<file path="src/common/arcade_input_consts.svh">
// Scan codes are set 2 make codes without the E0 prefix; the download index and DIP count are core-specific
`ifndef ARC_INPUT_CONSTS_SVH
`define ARC_INPUT_CONSTS_SVH

//////////////////////////////
// Download port
//////////////////////////////

// Index that carries DIP switch bytes
`define ARC_DL_INDEX_DIP 8'd254

// Number of DIP bytes the core reads
`define ARC_DIP_BYTES 3

//////////////////////////////
// Keyboard scan codes
//////////////////////////////

// Cabinet keys: 1, 2, 5, 6
`define ARC_KEY_START1   8'h16
`define ARC_KEY_START2   8'h1E
`define ARC_KEY_COIN1    8'h2E
`define ARC_KEY_COIN2    8'h36

// Player 1 arrows, matched with or without the extended prefix
`define ARC_KEY_P1_UP    8'h75
`define ARC_KEY_P1_DOWN  8'h72
`define ARC_KEY_P1_LEFT  8'h6B
`define ARC_KEY_P1_RIGHT 8'h74

// Player 1 buttons: left ctrl, left alt
`define ARC_KEY_P1_A     8'h14
`define ARC_KEY_P1_B     8'h11

// Player 2 on R, F, D, G with A and S as buttons
`define ARC_KEY_P2_UP    8'h2D
`define ARC_KEY_P2_DOWN  8'h2B
`define ARC_KEY_P2_LEFT  8'h23
`define ARC_KEY_P2_RIGHT 8'h34
`define ARC_KEY_P2_A     8'h1C
`define ARC_KEY_P2_B     8'h1B

`define ARC_KEY_PAUSE    8'h4D

//////////////////////////////
// Joystick word bit positions
//////////////////////////////

`define ARC_JOY_START    8
`define ARC_JOY_COIN     9
`define ARC_JOY_START2   10
`define ARC_JOY_PAUSE    11

`endif

</file>
<file path="src/common/arcade_input_pkg.sv">
// Struct field order is the bit order, first field at the MSB; DIP bytes are active low
package arcade_input_pkg;

    //////////////////////////////
    // Keyboard
    //////////////////////////////

    // One keyboard event, toggle flips on every new event
    typedef struct packed {
        logic       toggle;
        logic       pressed;
        logic       extended;
        logic [7:0] code;
    } ps2_event_t;

    // Keys currently held down
    typedef struct packed {
        logic p1_up;
        logic p1_down;
        logic p1_left;
        logic p1_right;
        logic p1_a;
        logic p1_b;
        logic p2_up;
        logic p2_down;
        logic p2_left;
        logic p2_right;
        logic p2_a;
        logic p2_b;
        logic start1;
        logic start2;
        logic coin1;
        logic coin2;
        logic pause;
    } key_state_t;

    //////////////////////////////
    // Download port
    //////////////////////////////

    // Single-cycle write from the loader
    typedef struct packed {
        logic        wr;
        logic [7:0]  index;
        logic [23:0] addr;
        logic [7:0]  data;
    } dl_write_t;

    //////////////////////////////
    // Cabinet side
    //////////////////////////////

    // Player byte in the layout the game board expects
    typedef struct packed {
        logic a;
        logic b;
        logic x;
        logic y;
        logic up;
        logic down;
        logic left;
        logic right;
    } player_input_t;

    typedef struct packed {
        player_input_t p1;
        player_input_t p2;
        player_input_t p3;
        player_input_t p4;
        logic          start1;
        logic          start2;
        logic          coin;
        logic          pause;
        logic [7:0]    dip0;
        logic [7:0]    dip1;
        logic [7:0]    dip2;
    } cabinet_inputs_t;

endpackage

</file>
<file path="src/rtl/arcade_input_top.sv">
// Key events and DIP writes reach cab after two clocks, joystick changes after one
`include "arcade_input_consts.svh"

module arcade_input_top (
    input  logic                              clk_sys,
    input  logic                              reset,
    input  arcade_input_pkg::ps2_event_t      ps2,
    input  arcade_input_pkg::dl_write_t       dl,
    input  logic [15:0]                       joy0,
    input  logic [15:0]                       joy1,
    input  logic [15:0]                       joy2,
    input  logic [15:0]                       joy3,
    output arcade_input_pkg::cabinet_inputs_t cab
);

    arcade_input_pkg::key_state_t   keys;
    logic [`ARC_DIP_BYTES-1:0][7:0] dips;

    //////////////////////////////
    // Keyboard and DIP sources
    //////////////////////////////

    key_decoder u_key_decoder (
        .clk_sys (clk_sys),
        .reset   (reset),
        .ps2     (ps2),
        .keys    (keys)
    );

    dip_capture u_dip_capture (
        .clk_sys (clk_sys),
        .reset   (reset),
        .dl      (dl),
        .dips    (dips)
    );

    //////////////////////////////
    // Merge into the cabinet word
    //////////////////////////////

    input_combiner u_input_combiner (
        .clk_sys (clk_sys),
        .reset   (reset),
        .joy0    (joy0),
        .joy1    (joy1),
        .joy2    (joy2),
        .joy3    (joy3),
        .keys    (keys),
        .dips    (dips),
        .cab     (cab)
    );

endmodule

</file>
<file path="src/rtl/dip_capture.sv">
// Only the first ARC_DIP_BYTES bytes of the DIP download are kept; bytes reset to all switches off
`include "arcade_input_consts.svh"

module dip_capture (
    input  logic                              clk_sys,
    input  logic                              reset,
    input  arcade_input_pkg::dl_write_t       dl,
    output logic [`ARC_DIP_BYTES-1:0][7:0]    dips
);

    logic dip_write;

    // Write strobe qualified by the DIP download index
    assign dip_write = dl.wr && (dl.index == `ARC_DL_INDEX_DIP);

    //////////////////////////////
    // DIP byte slots
    //////////////////////////////

    always_ff @(posedge clk_sys) begin
        if (reset) begin
            // Active low, so FF means every switch off
            for (int n = 0; n < `ARC_DIP_BYTES; n++) begin
                dips[n] <= 8'hFF;
            end
        end else if (dip_write) begin
            // Addresses past the last slot fall through unmatched
            for (int n = 0; n < `ARC_DIP_BYTES; n++) begin
                if (dl.addr == 24'(n)) begin
                    dips[n] <= dl.data;
                end
            end
        end
    end

endmodule

</file>
<file path="src/rtl/input_combiner.sv">
// Joystick words use the usual core layout: bits 0 to 7 are R, L, D, U, A, B, X, Y
`include "arcade_input_consts.svh"

module input_combiner (
    input  logic                              clk_sys,
    input  logic                              reset,
    input  logic [15:0]                       joy0,
    input  logic [15:0]                       joy1,
    input  logic [15:0]                       joy2,
    input  logic [15:0]                       joy3,
    input  arcade_input_pkg::key_state_t      keys,
    input  logic [`ARC_DIP_BYTES-1:0][7:0]    dips,
    output arcade_input_pkg::cabinet_inputs_t cab
);

    logic [15:0]                       joy_all;
    arcade_input_pkg::player_input_t   p1;
    arcade_input_pkg::player_input_t   p2;
    arcade_input_pkg::cabinet_inputs_t cab_next;

    // Reorder a joystick word into the board's player byte
    function automatic arcade_input_pkg::player_input_t joy_to_player(
        input logic [15:0] joy
    );
        arcade_input_pkg::player_input_t p;
        p.a     = joy[4];
        p.b     = joy[5];
        p.x     = joy[6];
        p.y     = joy[7];
        p.up    = joy[3];
        p.down  = joy[2];
        p.left  = joy[1];
        p.right = joy[0];
        return p;
    endfunction

    // Start2, coin and pause can come from any pad
    assign joy_all = joy0 | joy1 | joy2 | joy3;

    //////////////////////////////
    // Player bytes with keys merged
    //////////////////////////////

    always_comb begin
        p1       = joy_to_player(joy0);
        p1.a     = p1.a | keys.p1_a;
        p1.b     = p1.b | keys.p1_b;
        p1.up    = p1.up | keys.p1_up;
        p1.down  = p1.down | keys.p1_down;
        p1.left  = p1.left | keys.p1_left;
        p1.right = p1.right | keys.p1_right;

        p2       = joy_to_player(joy1);
        p2.a     = p2.a | keys.p2_a;
        p2.b     = p2.b | keys.p2_b;
        p2.up    = p2.up | keys.p2_up;
        p2.down  = p2.down | keys.p2_down;
        p2.left  = p2.left | keys.p2_left;
        p2.right = p2.right | keys.p2_right;
    end

    //////////////////////////////
    // Cabinet word
    //////////////////////////////

    always_comb begin
        cab_next.p1     = p1;
        cab_next.p2     = p2;
        cab_next.p3     = joy_to_player(joy2);
        cab_next.p4     = joy_to_player(joy3);
        cab_next.start1 = joy0[`ARC_JOY_START] | keys.start1;
        cab_next.start2 = joy1[`ARC_JOY_START] | joy_all[`ARC_JOY_START2] | keys.start2;
        // Both coin keys feed the one coin slot
        cab_next.coin   = joy_all[`ARC_JOY_COIN] | keys.coin1 | keys.coin2;
        cab_next.pause  = joy_all[`ARC_JOY_PAUSE] | keys.pause;
        cab_next.dip0   = dips[0];
        cab_next.dip1   = dips[1];
        cab_next.dip2   = dips[2];
    end

    always_ff @(posedge clk_sys) begin
        if (reset) begin
            cab      <= '0;
            cab.dip0 <= 8'hFF;
            cab.dip1 <= 8'hFF;
            cab.dip2 <= 8'hFF;
        end else begin
            cab <= cab_next;
        end
    end

endmodule

</file>
<file path="src/rtl/key_decoder.sv">
// Expects a level event word whose toggle flips once per event; keys held across reset are lost
`include "arcade_input_consts.svh"

module key_decoder (
    input  logic                         clk_sys,
    input  logic                         reset,
    input  arcade_input_pkg::ps2_event_t ps2,
    output arcade_input_pkg::key_state_t keys
);

    logic                         prev_toggle;
    logic                         new_event;
    logic                         plain;
    arcade_input_pkg::key_state_t hit;

    // A new event is signalled by the toggle changing
    assign new_event = ps2.toggle ^ prev_toggle;

    //////////////////////////////
    // Scan code table
    //////////////////////////////

    always_comb begin
        hit   = '0;
        // Non-arrow keys only match without the E0 prefix
        plain = ~ps2.extended;
        case (ps2.code)
            `ARC_KEY_START1: begin
                hit.start1 = plain;
            end
            `ARC_KEY_START2: begin
                hit.start2 = plain;
            end
            `ARC_KEY_COIN1: begin
                hit.coin1 = plain;
            end
            `ARC_KEY_COIN2: begin
                hit.coin2 = plain;
            end
            // Arrows come from both the cursor block and the keypad
            `ARC_KEY_P1_UP: begin
                hit.p1_up = 1'b1;
            end
            `ARC_KEY_P1_DOWN: begin
                hit.p1_down = 1'b1;
            end
            `ARC_KEY_P1_LEFT: begin
                hit.p1_left = 1'b1;
            end
            `ARC_KEY_P1_RIGHT: begin
                hit.p1_right = 1'b1;
            end
            `ARC_KEY_P1_A: begin
                hit.p1_a = plain;
            end
            `ARC_KEY_P1_B: begin
                hit.p1_b = plain;
            end
            `ARC_KEY_P2_UP: begin
                hit.p2_up = plain;
            end
            `ARC_KEY_P2_DOWN: begin
                hit.p2_down = plain;
            end
            `ARC_KEY_P2_LEFT: begin
                hit.p2_left = plain;
            end
            `ARC_KEY_P2_RIGHT: begin
                hit.p2_right = plain;
            end
            `ARC_KEY_P2_A: begin
                hit.p2_a = plain;
            end
            `ARC_KEY_P2_B: begin
                hit.p2_b = plain;
            end
            `ARC_KEY_PAUSE: begin
                hit.pause = plain;
            end
            default: begin
                hit = '0;
            end
        endcase
    end

    //////////////////////////////
    // Held key flags
    //////////////////////////////

    always_ff @(posedge clk_sys) begin
        if (reset) begin
            prev_toggle <= 1'b0;
            keys        <= '0;
        end else begin
            prev_toggle <= ps2.toggle;
            // Only the matched flag takes the pressed state
            if (new_event) begin
                keys <= (keys & ~hit) | (hit & {$bits(hit){ps2.pressed}});
            end
        end
    end

endmodule

</file>
<file path="config.mk">
export PLATFORM = sky130hd
export DESIGN_NAME = arcade_input_top
export DESIGN_NICKNAME = d
export VERILOG_FILES = /design/src/common/arcade_input_pkg.sv /design/src/rtl/arcade_input_top.sv /design/src/rtl/dip_capture.sv /design/src/rtl/input_combiner.sv /design/src/rtl/key_decoder.sv
export VERILOG_INCLUDE_DIRS = /design/src /design/src/common
export SDC_FILE = /design/constraint.sdc
export NUM_CORES = 1
export LEC_CHECK = 0
export ABC_CLOCK_PERIOD_IN_PS = 4500
export BUFFER_PORTS_ARGS = -buffer_cell sky130_fd_sc_hd__buf_2
export CORE_MARGIN = 2
export CORE_UTILIZATION = 48
export CTS_CLUSTER_SIZE = 12
export DETAILED_ROUTE_END_ITERATION = 8
export GPL_ROUTABILITY_DRIVEN = 0
export PLACE_DENSITY = 0.84
export SLEW_MARGIN = 20
export SYNTH_ARGS = -nofsm -noshare
export SYNTH_HDL_FRONTEND = slang
export SYNTH_SLANG_ARGS = --single-unit
export TNS_END_PERCENT = 50
</file>
<file path="constraint.sdc">
create_clock -name clk_sys -period 4.5 [get_ports clk_sys]
set_clock_uncertainty 0.05 [all_clocks]
set_input_delay 0.45 -clock clk_sys [delete_from_list [all_inputs] [get_ports clk_sys]]
set_output_delay 0.45 -clock clk_sys [all_outputs]
set_load 0.01 [all_outputs]
</file>
Word-level counts from Yosys, hierarchy flattened
Index checks and enable logic that the tools add are counted.
Word-level totals
  flip-flop bits (word level): 102
  output and inout port bits: 60
Cells by class
  eq/ne operators: 20
  bitwise logic cells: 27
  reductions and logical operators: 5
  multiplexer cells: 17
Operators by type and width (number)
  8-bit by 5-bit == test with 1-bit output (second input constant): 6
  8-bit by 6-bit == test with 1-bit output (second input constant): 6
  8-bit by 7-bit == test with 1-bit output (second input constant): 5
  12-bit bitwise OR: 3
  17-bit bitwise AND: 2
  24-bit by 1-bit == test with 1-bit output (second input constant): 1
  24-bit by 2-bit == test with 1-bit output (second input constant): 1
  24-bit logical NOT: 1
  1-bit bitwise OR: 18
  1-bit two-way mux: 17
  17-bit inverter: 1
  17-bit bitwise OR: 1
  8-bit == test (second input constant): 1
  2-bit AND reduction: 3
  1-bit logical AND: 1
  1-bit inverter: 1
  1-bit XOR: 1

Longest topological paths before layout
Gate-level depths: netlist of the first run.
  word-level depth: 5
  depth in mapped cells: 5
  gate-level depth less buffers: 4

By module
From an unflattened synthesis of the first run, not the netlist that was laid out.
Second synthesis, totals
  cells, all modules: 344
  area, all modules: 3646.0 um2
Modules (own cells, without submodules)
  input_combiner: instances 1, cells an instance 145, area each 1647.8 um2, seq. area each 1201.2 um2
  dip_capture: instances 1, cells an instance 102, area each 1006.0 um2, seq. area each 480.5 um2
  key_decoder: instances 1, cells an instance 97, area each 992.2 um2, seq. area each 360.3 um2

Least setup slack after synthesis of the first run
No wires, ideal clock.
  path kind: input to register
  from: in dl[13] (netlist bit)
  to: reg u_dip_capture.dips[17] (netlist bit)
  required time: 4.378 ns
  arrival time: 1.741 ns
  library setup time: 0.072 ns
  stages on the path: 5
  path slack: 2.638 ns
  path buffers: 1
  cells stage by stage: or4_4 nor3_4 and4_1 buf_6 mux2i_1
On the way
  longest elaborated chain between the ends: 2
RTL lines
  start: declaration: RTL line arcade_input_top.sv:8  | input arcade_input_pkg::dl_write_t dl,
  24-bit by 2-bit == test with 1-bit output: RTL line dip_capture.sv:29  | if (dl.addr == 24'(n)) begin
  2-bit AND reduction (no line)
  end signal: indexed assignment: RTL line dip_capture.sv:30  | dips[n] <= dl.data;
  end: declaration: RTL line dip_capture.sv:8  | output logic [`ARC_DIP_BYTES-1:0][7:0] dips
No other way between the ends.
A chain may end at the register's enable or synchronous reset.

==> metrics list, run 1 <==
* Result of the run: completed
- Max-cap violations in this run came to 0.
* Final-report max-slew violation count: 0
* Number of inserted diodes: 0
- In this run the cell area measured after placement is 4380 sq um.
- Number of inserted filler cells in the final layout: 595
- The largest single stage delay on the critical path is 0.69 ns.
- Area fraction of the dominant cell type after synthesis: 57.9%
- For this run the aggregate overflow at the end of global routing stands at 0.
- The mapped netlist covers 3530 sq um.
- After synthesis, the most frequently instantiated cells are sky130_fd_sc_hd__dfxtp_1 (102), sky130_fd_sc_hd__nor2_1 (73), sky130_fd_sc_hd__mux2i_1 (37).
- Walking the worst path, the cells encountered are xor2_1 -> nand3_1 -> o41ai_1 -> a21oi_1.
- Leakage power summed over all cells: 2.16 nW
- Peak supply drop: 0.222 mV
- The initial antenna violation count came to 0.
- Number of cells upsized or downsized after cts: 0
- The die covers 8060 sq um.
- Fraction of the cycle the final worst path needs: 43.4%
* Hold Path Class: input port to flop
- For this run, asynchronously set or reset flops after synthesis account for 0%.
- The floorplan step set the die width to 89.8 um.
* Setup CP Type: flop to flop
- The net count of the finished layout is 621.
* Kind of start point of the critical path: flop
- Headroom to the max-slew limit: 40.3%
* CTS root buf: sky130_fd_sc_hd__clkbuf_8
- Across every metal layer, demand over resource in global routing totals 17.9%.
- STA puts the critical path data arrival time at 2.10 ns.
- The worst setup path is captured at a flop.
* Number of input and output port buffers inserted: 159
- In this run, the number of DRC markers left after iteration 0 of detailed routing was 88.
- Worst endpoint required time: 4.65 ns
- Antenna violation net count after detailed routing: 0
- Setup repair after global routing left no endpoint under its margin.
- Count of flip-flops with a built-in enable after synthesis: 0
- Core area: 7180 sq um
- Cts bufs inserted: 9
- Final sum of negative setup slack: 0 ns
- Clock Pin Slew Worst Setup and Hold Paths: 0.10 ns
- Max Fclk: 512 MHz
* Number of detailed-route iterations in the first pass: 4
- The area growth from synthesis to layout is 30.0%.
* Cell type group with the largest total delay on the critical path: XOR/XNOR gates
- Of the cells placed in the final design, the portion with a size suffix greater than 1 is 35.6%.
- Proportion of synthesized chip area in sequential cells: 57.9%
- Max Buffers Root-to-Sink: 2
* Number of buffer and inverter instances along the worst setup path: 0
- Power per unit of standard cell area: 356 nW/um^2
* HPWL after DPL: 5460 um
- Predominant post-synthesis flop cell: sky130_fd_sc_hd__dfxtp_1
- Number of storage elements in the synthesis netlist: 102
- Final Hold Vio Count: 0
* Count of clock tree sinks: 102
- Buffers added to address setup during post-CTS repair amount to 0.
- Setup violations remaining at the end of the flow were counted as 0.
- A synthesized cell averages 10.1 sq um.
- Tmin final: 1.95 ns
- Clock latency on the worst-skew pair, taken at its later pin, is 0.35 ns.
- Detailed-route wire length per cell: 12.2 um
- sky130_fd_sc_hd__dfxtp_1 takes more of the synthesized area than any other cell.
- Post-route cell area: 4590 sq um
- Number of standard cells after synthesis: 350
- CTS H-tree depth: 3
* Met2 WL post-DR: 3710 um
- In this run the vertical extent of the chip is 89.8 um.
* Mapped Nets: 468
- The routed design uses 409 um of met3 wire.
- At the pin with the least slew margin, the transition time is 0.896 ns.
- Top cells by area in the synthesized netlist: sky130_fd_sc_hd__dfxtp_1 (58%), sky130_fd_sc_hd__mux2i_1 (10%), sky130_fd_sc_hd__nor2_1 (7.8%)
- Count leader, synth: sky130_fd_sc_hd__dfxtp_1
- In this run the worst path has a maximum fanout of 14.
- Slowest stage cell on the critical path: sky130_fd_sc_hd__xor2_1
- Row generation in the floorplan step produced 31 rows.
- Using the TritonRoute via totals, the vias-per-cell ratio works out to 4.79.
- Entering global routing, the biggest net connects 55 pins.
* Count of yosys warnings during synthesis: 0
- Unique masters post-synth: 31
- For this design the top-level I/O count stands at 178.
* Starting Density: 49.2%
- Hold bufs inserted after CTS: 0
- In the final routing, the length of wire on met1 measures 3080 um.
- TritonCTS built the clock tree.
* Drc violations: 0
* Top Metal Used: met4
- The routed design has 7380 um of wire.
* Global-route wire length before repair: 12,000 um
- The via count of the first global-routing pass was 2,732.
* Via Count: 2,909
==> tightest hold or removal path, cell delays in order <==
cell and delay [ns]:
sky130_fd_sc_hd__buf_2 0.07, sky130_fd_sc_hd__nor2_1 0.03, sky130_fd_sc_hd__nor2_1 0.06
==> final timing paths <==
path / start / endpoint / slack (ns) / cells after the start
setup reg to reg: u_key_decoder.prev_toggle / flop / 2.55 / 4
hold reg to reg: u_dip_capture.dips[15] / u_input_combiner.cab[15] / 0.38 / 2
hold / removal: joy0[2] / u_input_combiner.cab[54] / 0.24 / 3
setup / recovery: u_key_decoder.prev_toggle / flop / 2.55 / 4
==> layout make-up <==
cell class                 count  area [sq um]  share of cell area (%)
multi-input combinational    205          1320                    28.8
tap                           99           124                    2.70
clock buffer                  11           141                    3.08
timing repair buffer         160           803                    17.5
inverter                      25          93.8                    2.05
sequential                   102          2040                    44.5
clock inverter                 5          63.8                    1.39
==> per-stage QoR <==
| step | hold WS (ns) | setup WS (ns) | instances | total power [mW] | util, % |
|---|---|---|---|---|---|
| global placement | 0.350 | 2.27 | 591 | 1.07 | 61.1 |
| floorplan | 0.343 | 2.64 | 350 | 1.00 | - |
| detailed placement | 0.360 | 2.23 | 591 | 1.07 | 61.1 |
| finish | 0.244 | 2.55 | 607 | 1.63 | 63.9 |
| CTS | 0.229 | 2.56 | 607 | 1.65 | 63.9 |
| global route | 0.233 | 2.42 | 607 | 1.70 | 63.9 |
==> cells by family after synthesis <==
logic type | share of synthesized area [%]
XOR/XNOR | 0.248
multiplexers | 10.5
buffers and inverters | 4.79
flip-flops | 57.9
AND/OR/NAND/NOR | 24.7
AO/OA/AOI/OAI | 1.88
==> power breakdown <==
part / switching (mW) / leakage, nW / internal [mW]
clock network: 0.306 / 0.101 / 0.278
registers: 0.00409 / 0.834 / 0.920
logic: 0.0659 / 1.23 / 0.0600
==> placed cells by master, fill, tap and decap left out <==
master,Yosys,routed
sky130_fd_sc_hd__clkinv_4,0,1
sky130_fd_sc_hd__bufinv_16,0,1
sky130_fd_sc_hd__nor3_1,5,5
sky130_fd_sc_hd__and4_1,2,2
sky130_fd_sc_hd__and4bb_2,1,1
sky130_fd_sc_hd__clkbuf_8,0,10
sky130_fd_sc_hd__nor2b_1,24,24
sky130_fd_sc_hd__nand4b_1,2,2
sky130_fd_sc_hd__clkbuf_1,17,1
sky130_fd_sc_hd__nor4_1,5,5
sky130_fd_sc_hd__clkinvlp_4,0,1
sky130_fd_sc_hd__buf_2,0,159
sky130_fd_sc_hd__nand2_1,2,2
sky130_fd_sc_hd__buf_4,0,1
sky130_fd_sc_hd__and4b_1,3,3
sky130_fd_sc_hd__a31o_2,1,1
sky130_fd_sc_hd__and3b_1,1,1
sky130_fd_sc_hd__nand2b_1,7,7
sky130_fd_sc_hd__nor3b_1,1,1
sky130_fd_sc_hd__o21ai_0,1,1
sky130_fd_sc_hd__nand3_1,6,6
sky130_fd_sc_hd__dfxtp_1,102,102
sky130_fd_sc_hd__nor2_1,73,73
sky130_fd_sc_hd__inv_1,25,25
sky130_fd_sc_hd__and3_1,1,1
sky130_fd_sc_hd__or4_4,1,1
sky130_fd_sc_hd__nor4b_1,3,3
sky130_fd_sc_hd__o41ai_1,2,2
sky130_fd_sc_hd__and2_1,1,1
sky130_fd_sc_hd__nand4_1,11,11
sky130_fd_sc_hd__xor2_1,1,1
sky130_fd_sc_hd__nand4_4,2,2
sky130_fd_sc_hd__mux2i_1,37,37
sky130_fd_sc_hd__a21oi_1,7,7
sky130_fd_sc_hd__inv_6,0,2
sky130_fd_sc_hd__nor4bb_1,4,4
sky130_fd_sc_hd__nor3_4,1,1
==> routing by layer <==
layer,GRT usage (%),vias up
met5,0,-
met4,9.23,0
met3,2.93,15
met2,31.9,110
met1,20.8,1325
li1,-,1459
Power figures use the tool's default switching activity.
==> run 2: changes to the inputs <==
- ABC_AREA: not set -> 1
- ABC_CLOCK_PERIOD_IN_PS: 4500 -> 1960
- CORE_UTILIZATION: 48 -> 46
- PLACE_DENSITY: 0.84 -> 0.79
- clock period: 4.5 -> 1.96 ns (I/O delays scaled with it)
==> metrics list, run 2 <==
- Headroom to the max-slew limit: 62.1%
- Number of standard cells after synthesis: 465
* XOR/XNOR Fraction of Synth Area: 0%
* CTS tree: yes
* Non-filler cells in the finished layout: 770
* Number of storage elements in the synthesis netlist: 102
* Core area: 8090 sq um
- Max-cap violations in this run came to 0.
- Counting flops with a built-in enable in the synthesized netlist gives 0.
- The synthesized netlist occupies a cell area of 3770 sq um.
* Unrepaired setup endpoints after global routing: no
- Top cells by instance count after synthesis: sky130_fd_sc_hd__dfxtp_1 (102), sky130_fd_sc_hd__nor2_1 (89), sky130_fd_sc_hd__nand3_1 (67)
* Overall Power: 3.84 mW
* Starting Density: 46.6%
- By startpoint and endpoint, the worst setup path is classified as flop to flop.
- In this run the mean area of a mapped cell was 8.12 sq um.
- In this run the biggest area consumer among cell types represents 54.1% of the synthesized area.
- Tmin final: 1.64 ns
- After detailed routing, the total wire length is 9300 um.
- OpenSTA, run right after detailed placement, puts the worst setup slack at 0.476 ns.
- The path class of the tightest hold or removal check is input port to flop.
* Slew @ Worst Pin: 0.568 ns
- Unique masters post-synth: 25
- Final sum of negative setup slack: 0 ns
- Clock latency on the worst-skew pair, taken at its later pin, is 0.36 ns.
- Summed over all instances, the cell type with the most area after synthesis is sky130_fd_sc_hd__dfxtp_1.
* Final hold slack: 0.0212 ns
- Overall fraction of global-route tracks in use: 21.4%
* Synth Area in Compound Gates: 2.59%
- Setup slack on the worst reg-to-reg path comes out at 0.32 ns.
- WHS Path Cells: 3
* Mapped Nets: 583
- Clock tree synthesis selected as its root buffer the cell sky130_fd_sc_hd__clkbuf_8.
- Multiplexer fraction of the synthesized cell area: 0%
* Simple-gate area share of the yosys netlist: 36.4%
- Clock Pin Slew Worst Setup and Hold Paths: 0.10 ns
- Number of detailed-route iterations in the first pass: 5
* Count of yosys warnings during synthesis: 0
- After synthesis, the largest family of logic cells by area is simple AND/OR/NAND/NOR gates.
- The synthesized netlist devotes 0% of its cell area to adder and majority cells.
- The total overflow left after global routing is 0.
- Most common cell after layout, fill and taps aside: sky130_fd_sc_hd__buf_2
- For hold timing, the worst endpoint is u_input_combiner.cab[45].
* Proportion of synthesized chip area in sequential cells: 54.1%
* Detailed-route wire length per cell: 12.1 um
- Post-CTS timing repair inserted 0 buffers for setup.
- The floorplan step defined a die boundary enclosing 8940 sq um.
- Maximum number of pins on one net before global-route repair: 64
- Including well taps, the total number of placed cells is 718.
- Row count: 33
- The final route contains 3,627 vias.
- Of all nets on the critical path, the largest fanout is 2.
* Count leader, synth: sky130_fd_sc_hd__dfxtp_1
- During I/O placement, the number of pins put on the boundary was 178.
* Share of synthesized registers carrying an async set or reset: 0%
- HPWL after DPL: 6310 um
* Final net count: 778
* Die outline height: 94.6 um
- Combined area of the multi-input logic cells: 1470 sq um
- The count of buffers added on input and output ports is 159.
* Finish-stage setup viols: 0
- Most frequent cells in the layout: sky130_fd_sc_hd__buf_2 (159), sky130_fd_sc_hd__dfxtp_1 (102), sky130_fd_sc_hd__nor2_1 (89), sky130_fd_sc_hd__nand3_1 (67), sky130_fd_sc_hd__nand2_1 (61)
- Dividing the detail-routed via count by the number of cells gives 4.71.
* Vias in the first global route: 3,426
- Initial antenna violation count: 0
- Count of clock tree sinks: 102
- Across the whole layout, storage elements account for 2040 sq um.
- Max Buffers Root-to-Sink: 2
* Number of inserted diodes: 0
- First-iteration detailed-routing DRC count: 119
- Element type at the critical path end: flop
* Cts bufs inserted: 9
* Layout cell share with drive strength beyond 1: 34.9%
- In this run the remaining antenna-violating nets after routing total 0.
- Drc violations: 0
- In this run the power density over the cells is 737 nW/um^2.
- The analysis attributes to cell leakage a power of 2.49 nW.
- Kind of start point of the critical path: flop
- The run finished with clean final reports.
* Launch instance of the worst min-delay path: joy1[1]
- The final count of pins violating max slew was 0.
* Global-route wire length before repair: 15,200 um
- The hold violation total from the final report was 0.
* Layout overhead on the synthesized area: 38.0%
- For this run, the top clock speed supported by timing is 609 MHz.
- STA puts the critical path data required time at 2.18 ns.
- CTS H-tree depth: 3
* Worst Reg2Reg Path Length in Cells: 4
- Once routing completed, OpenROAD measured the worst setup slack at 0.317 ns.
* Worst reg2reg endpoint: u_input_combiner.cab[24]
- Peak supply drop: 0.448 mV
* Data arrival time at the worst-slack endpoint: 1.86 ns
- Measured along the x axis, the die boundary spans 94.6 um.
- Fraction of the cycle the final worst path needs: 83.8%
- Predominant post-synthesis flop cell: sky130_fd_sc_hd__dfxtp_1
* Number of inserted filler cells in the final layout: 704
- By area the synthesized netlist is led by sky130_fd_sc_hd__dfxtp_1 (54%), sky130_fd_sc_hd__nand3_1 (8.9%), sky130_fd_sc_hd__nor2_1 (8.9%).
## run 2: changes by cell type after synthesis, sizes merged, moves of 5 or more
cell    change
nand4       -8
buf         +5
nor4        -5
nor2       +31
nand2      +64
clkbuf      -9
mux2i      -37
nand2b      -7
inv        +25
nor2b      -24
nand3      +65
or2        +25
## run 2: final cells by class
cell class | count | share of cell area, %
Sequential cell | 102 | 39.2
Clock inverter | 6 | 1.35
Timing Repair Buffer | 198 | 22.6
Clock buffer | 10 | 2.45
Tap cell | 105 | 2.52
Multi-Input combinational cell | 299 | 28.2
Inverter | 50 | 3.60
## run 2: logic make-up (layout without fill, tap and decap cells)
group	Yosys count	in the layout
buf+inv	64	264
simple gates	281	281
compound gates	18	18
flops	102	102
## run 2: what timing repair did
item,CTS,global route
hold buffers,36,0
hold endpoints to repair,34,0
resized for setup,0,0
## run 2: power breakdown
| part | leakage [nW] | total, mW | internal, mW | switching [mW] |
|---|---|---|---|---|
| clock | 0.101 | 1.33 | 0.603 | 0.729 |
| sequential | 0.834 | 2.12 | 2.11 | 0.00982 |
| combinational | 1.56 | 0.387 | 0.185 | 0.202 |
## run 2: worst max path at each step
stage                               endpoint  cells past startpoint                      start
finish              u_input_combiner.cab[24]                      4                       flop
global route        u_input_combiner.cab[24]                      4                       flop
CTS                 u_input_combiner.cab[24]                      4                       flop
detailed placement    u_dip_capture.dips[21]                      8                     dl[21]
global placement      u_dip_capture.dips[18]                      8                     dl[32]
floorplan                               flop                      7  u_key_decoder.prev_toggle
## run 2: stage by stage
| step | utilization, % | instance area [sq um] |
|---|---|---|
| after detailed placement | 57.5 | 4650 |
| final | 64.4 | 5210 |
| after CTS | 64.4 | 5210 |
| after global routing | 64.4 | 5210 |
| after global placement | 57.5 | 4650 |
| after floorplan | - | 3770 |
## run 2: per-layer routing
layer  track usage (%)  vias up  wire [um]
met3              3.91       20        450
li1                  -     1857          -
met5                 0        -          0
met4              8.57        0        250
met1              25.3     1629       3800
met2              38.4      121       4800
## run 2: worst max-delay path, cell delays in order, from the launching register on
cell and delay, ns:
sky130_fd_sc_hd__dfxtp_1 0.33, sky130_fd_sc_hd__or2_2 0.29, sky130_fd_sc_hd__o41ai_1 0.25, sky130_fd_sc_hd__dlygate4sd3_1 0.60, sky130_fd_sc_hd__inv_1 0.04
==> run 3: changes to the inputs <==
- ABC_AREA: 1 -> 0
- ABC_CLOCK_PERIOD_IN_PS: 1960 -> 1350
- CORE_UTILIZATION: 46 -> 41
- PLACE_DENSITY: 0.79 -> 0.76
- clock period: 1.96 -> 1.35 ns (I/O delays scaled with it)
==> metrics list, run 3 (synthesis results as in run 1) <==
- Max-cap violations in this run came to 0.
- Slowest stage cell on the critical path: sky130_fd_sc_hd__dfxtp_2
- Fraction of the cycle the final worst path needs: 99.6%
* Power per unit of standard cell area: 1040 nW/um^2
- Counting the fill cells in the layout gives 659.
- The wire-length estimate of the detail-placed layout is 5910 um.
- Launch instance of the worst min-delay path: dl[5]
* Final Hold Vio Count: 0
* Antenna violation net count after detailed routing: 0
- Of the cells placed in the final design, the portion with a size suffix greater than 1 is 36.2%.
- Across every metal layer, demand over resource in global routing totals 19.9%.
- Result of the run: completed
- Number of vias per cell after detailed routing: 4.71
- Hold is met by 0.0117 ns.
- Top-Level Pins: 178
- Combined area of the multi-input logic cells: 1370 sq um
* Row count: 33
* Most frequent cells in the layout: sky130_fd_sc_hd__buf_2 (160), sky130_fd_sc_hd__dfxtp_1 (101), sky130_fd_sc_hd__nor2_1 (73), sky130_fd_sc_hd__dlygate4sd3_1 (50), sky130_fd_sc_hd__mux2i_1 (37)
* Clock Pin Slew Worst Setup and Hold Paths: 0.10 ns
* Hold Path Class: input port to flop
* Wire length after detailed routing: 9240 um
- Leakage power summed over all cells: 2.48 nW
- Post-route cell area: 5300 sq um
* Maximum number of pins on one net before global-route repair: 51
- Dividing the detail-routed wire length by the instance count gives 13.6 um.
* Cts bufs inserted: 9
* First-iteration detailed-routing DRC count: 80
- In this run the critical register-to-register path is launched from u_key_decoder.prev_toggle.
- Sequential cell area in the final layout: 2040 sq um
* Worst Reg2Reg Path Length in Cells: 6
- The area growth from synthesis to layout is 50.2%.
- The die covers 9370 sq um.
- CTS root buf: sky130_fd_sc_hd__clkbuf_8
- The initial antenna violation count was 0.
- Hold path endpoint: u_dip_capture.dips[5]
* Tmin final: 1.34 ns
* Clock Latency Late Sink: 0.35 ns
- CTS tree: yes
- Register-to-register setup slack: 0.006 ns
- CP peak stage delay: 0.34 ns
- Number of detailed-route iterations in the first pass: 4
- The completed layout was analyzed and its total power is 5.50 mW.
- CP Cell Sequence: xor2_2 -> buf_6 -> buf_4 -> and2_4 -> a31o_4 -> a21oi_2
- Core area: 8300 sq um
* Max Fclk: 744 MHz
- At the worst endpoint, the arrival time is 1.59 ns.
- Worst endpoint required time: 1.59 ns
- Total congestion overflow after global routing: 0
- Final Util: 63.9%
* CTS H-tree depth: 3
* Slew @ Worst Pin: 0.418 ns
* Unrepaired setup endpoints after global routing: yes
- Setup violations remaining at the end of the flow were counted as 0.
- Setup CP Type: flop to flop
- In this run the vertical extent of the chip is 96.8 um.
- Leaving out fill and tap cells, the most frequent cell in the layout is sky130_fd_sc_hd__buf_2.
- The clock net in this run drives a total of 102 sinks.
* Kind of start point of the critical path: flop
* Via Count: 3,201
- The final count of pins violating max slew is 0.
- Headroom to the max-slew limit: 71.9%
- WHS Path Cells: 3
- Global-route wire length before repair: 15,300 um
- For this run, design rule violations remaining after detail routing come to 0.
* Final net count: 688
* Number of input and output port buffers inserted: 159
- Once the floorplan was initialized, standard cells occupied 42.5% of the core.
- The die is 96.8 um wide.
- Crit path max fanout: 6
- Max Buffers Root-to-Sink: 2
- Vias in the first global route: 3,366
- Cell Area, Placed: 4540 sq um
- Across the VDD grid, the largest voltage drop is 0.500 mV.
- The worst setup path is captured at a flop.
- The repair_antennas step left the layout with diodes totalling 0.
run 3: per-layer routing:
layer  GRT usage (%)  wire, um
met2            35.5      4600
met4            9.64       255
met3            3.90       579
met1            22.5      3800
met5               0         0
run 3: power by group:
| part | internal, mW | total, mW | switching, mW |
|---|---|---|---|
| registers | 3.07 | 3.08 | 0.0152 |
| clock network | 0.713 | 1.81 | 1.10 |
| logic | 0.337 | 0.606 | 0.269 |
run 3: worst max-delay path by stage:
stage | slack [ns] | end | start | depth (start not counted)
floorplan | -0.20 | u_dip_capture.dips[17] | dl[13] | 5
global placement | -0.27 | u_dip_capture.dips[14] | dl[13] | 6
detailed placement | -0.32 | u_dip_capture.dips[18] | dl[13] | 6
CTS | 0.01 | flop | u_key_decoder.prev_toggle | 6
global route | -0.03 | flop | u_key_decoder.prev_toggle | 6
finish | 0.006 | flop | u_key_decoder.prev_toggle | 6
run 3: worst max-delay path: cells and delay by family, from the launching register on:
| family | cells | cell delay (ns) |
|---|---|---|
| AO/OA/AOI/OAI | 2 | 0.35 |
| XOR/XNOR | 1 | 0.17 |
| buffers and inverters | 2 | 0.26 |
| flip-flops | 1 | 0.34 |
| AND/OR/NAND/NOR | 1 | 0.13 |
run 3: through the flow:
stage / setup WS [ns] / instances / TNS, ns
2_1_floorplan: -0.196 / 350 / -2.93
4_1_cts: 0.0119 / 680 / 0
3_3_place_gp: -0.265 / 611 / -5.88
3_5_place_dp: -0.317 / 611 / -7.16
5_1_grt: -0.0285 / 680 / -0.0386
6_report: 0.00578 / 680 / 0
run 3: area by class of cell:
| cell class | instances | share of cell area (%) |
|---|---|---|
| clock buffers | 9 | 2.34 |
| flip-flops and latches | 102 | 38.5 |
| inverters | 25 | 1.77 |
| well taps | 105 | 2.48 |
| repair buffers | 227 | 27.8 |
| clock inverters | 7 | 1.23 |
| multi-input cells | 205 | 25.9 |
run 3: timing repair:
item	CTS	global route
hold buffers	50	0
pin swaps	1	5
gates cloned	1	0
buffers inserted	2	0
setup endpoints to repair	4	5
hold endpoints to repair	43	0
resized for setup	7	4
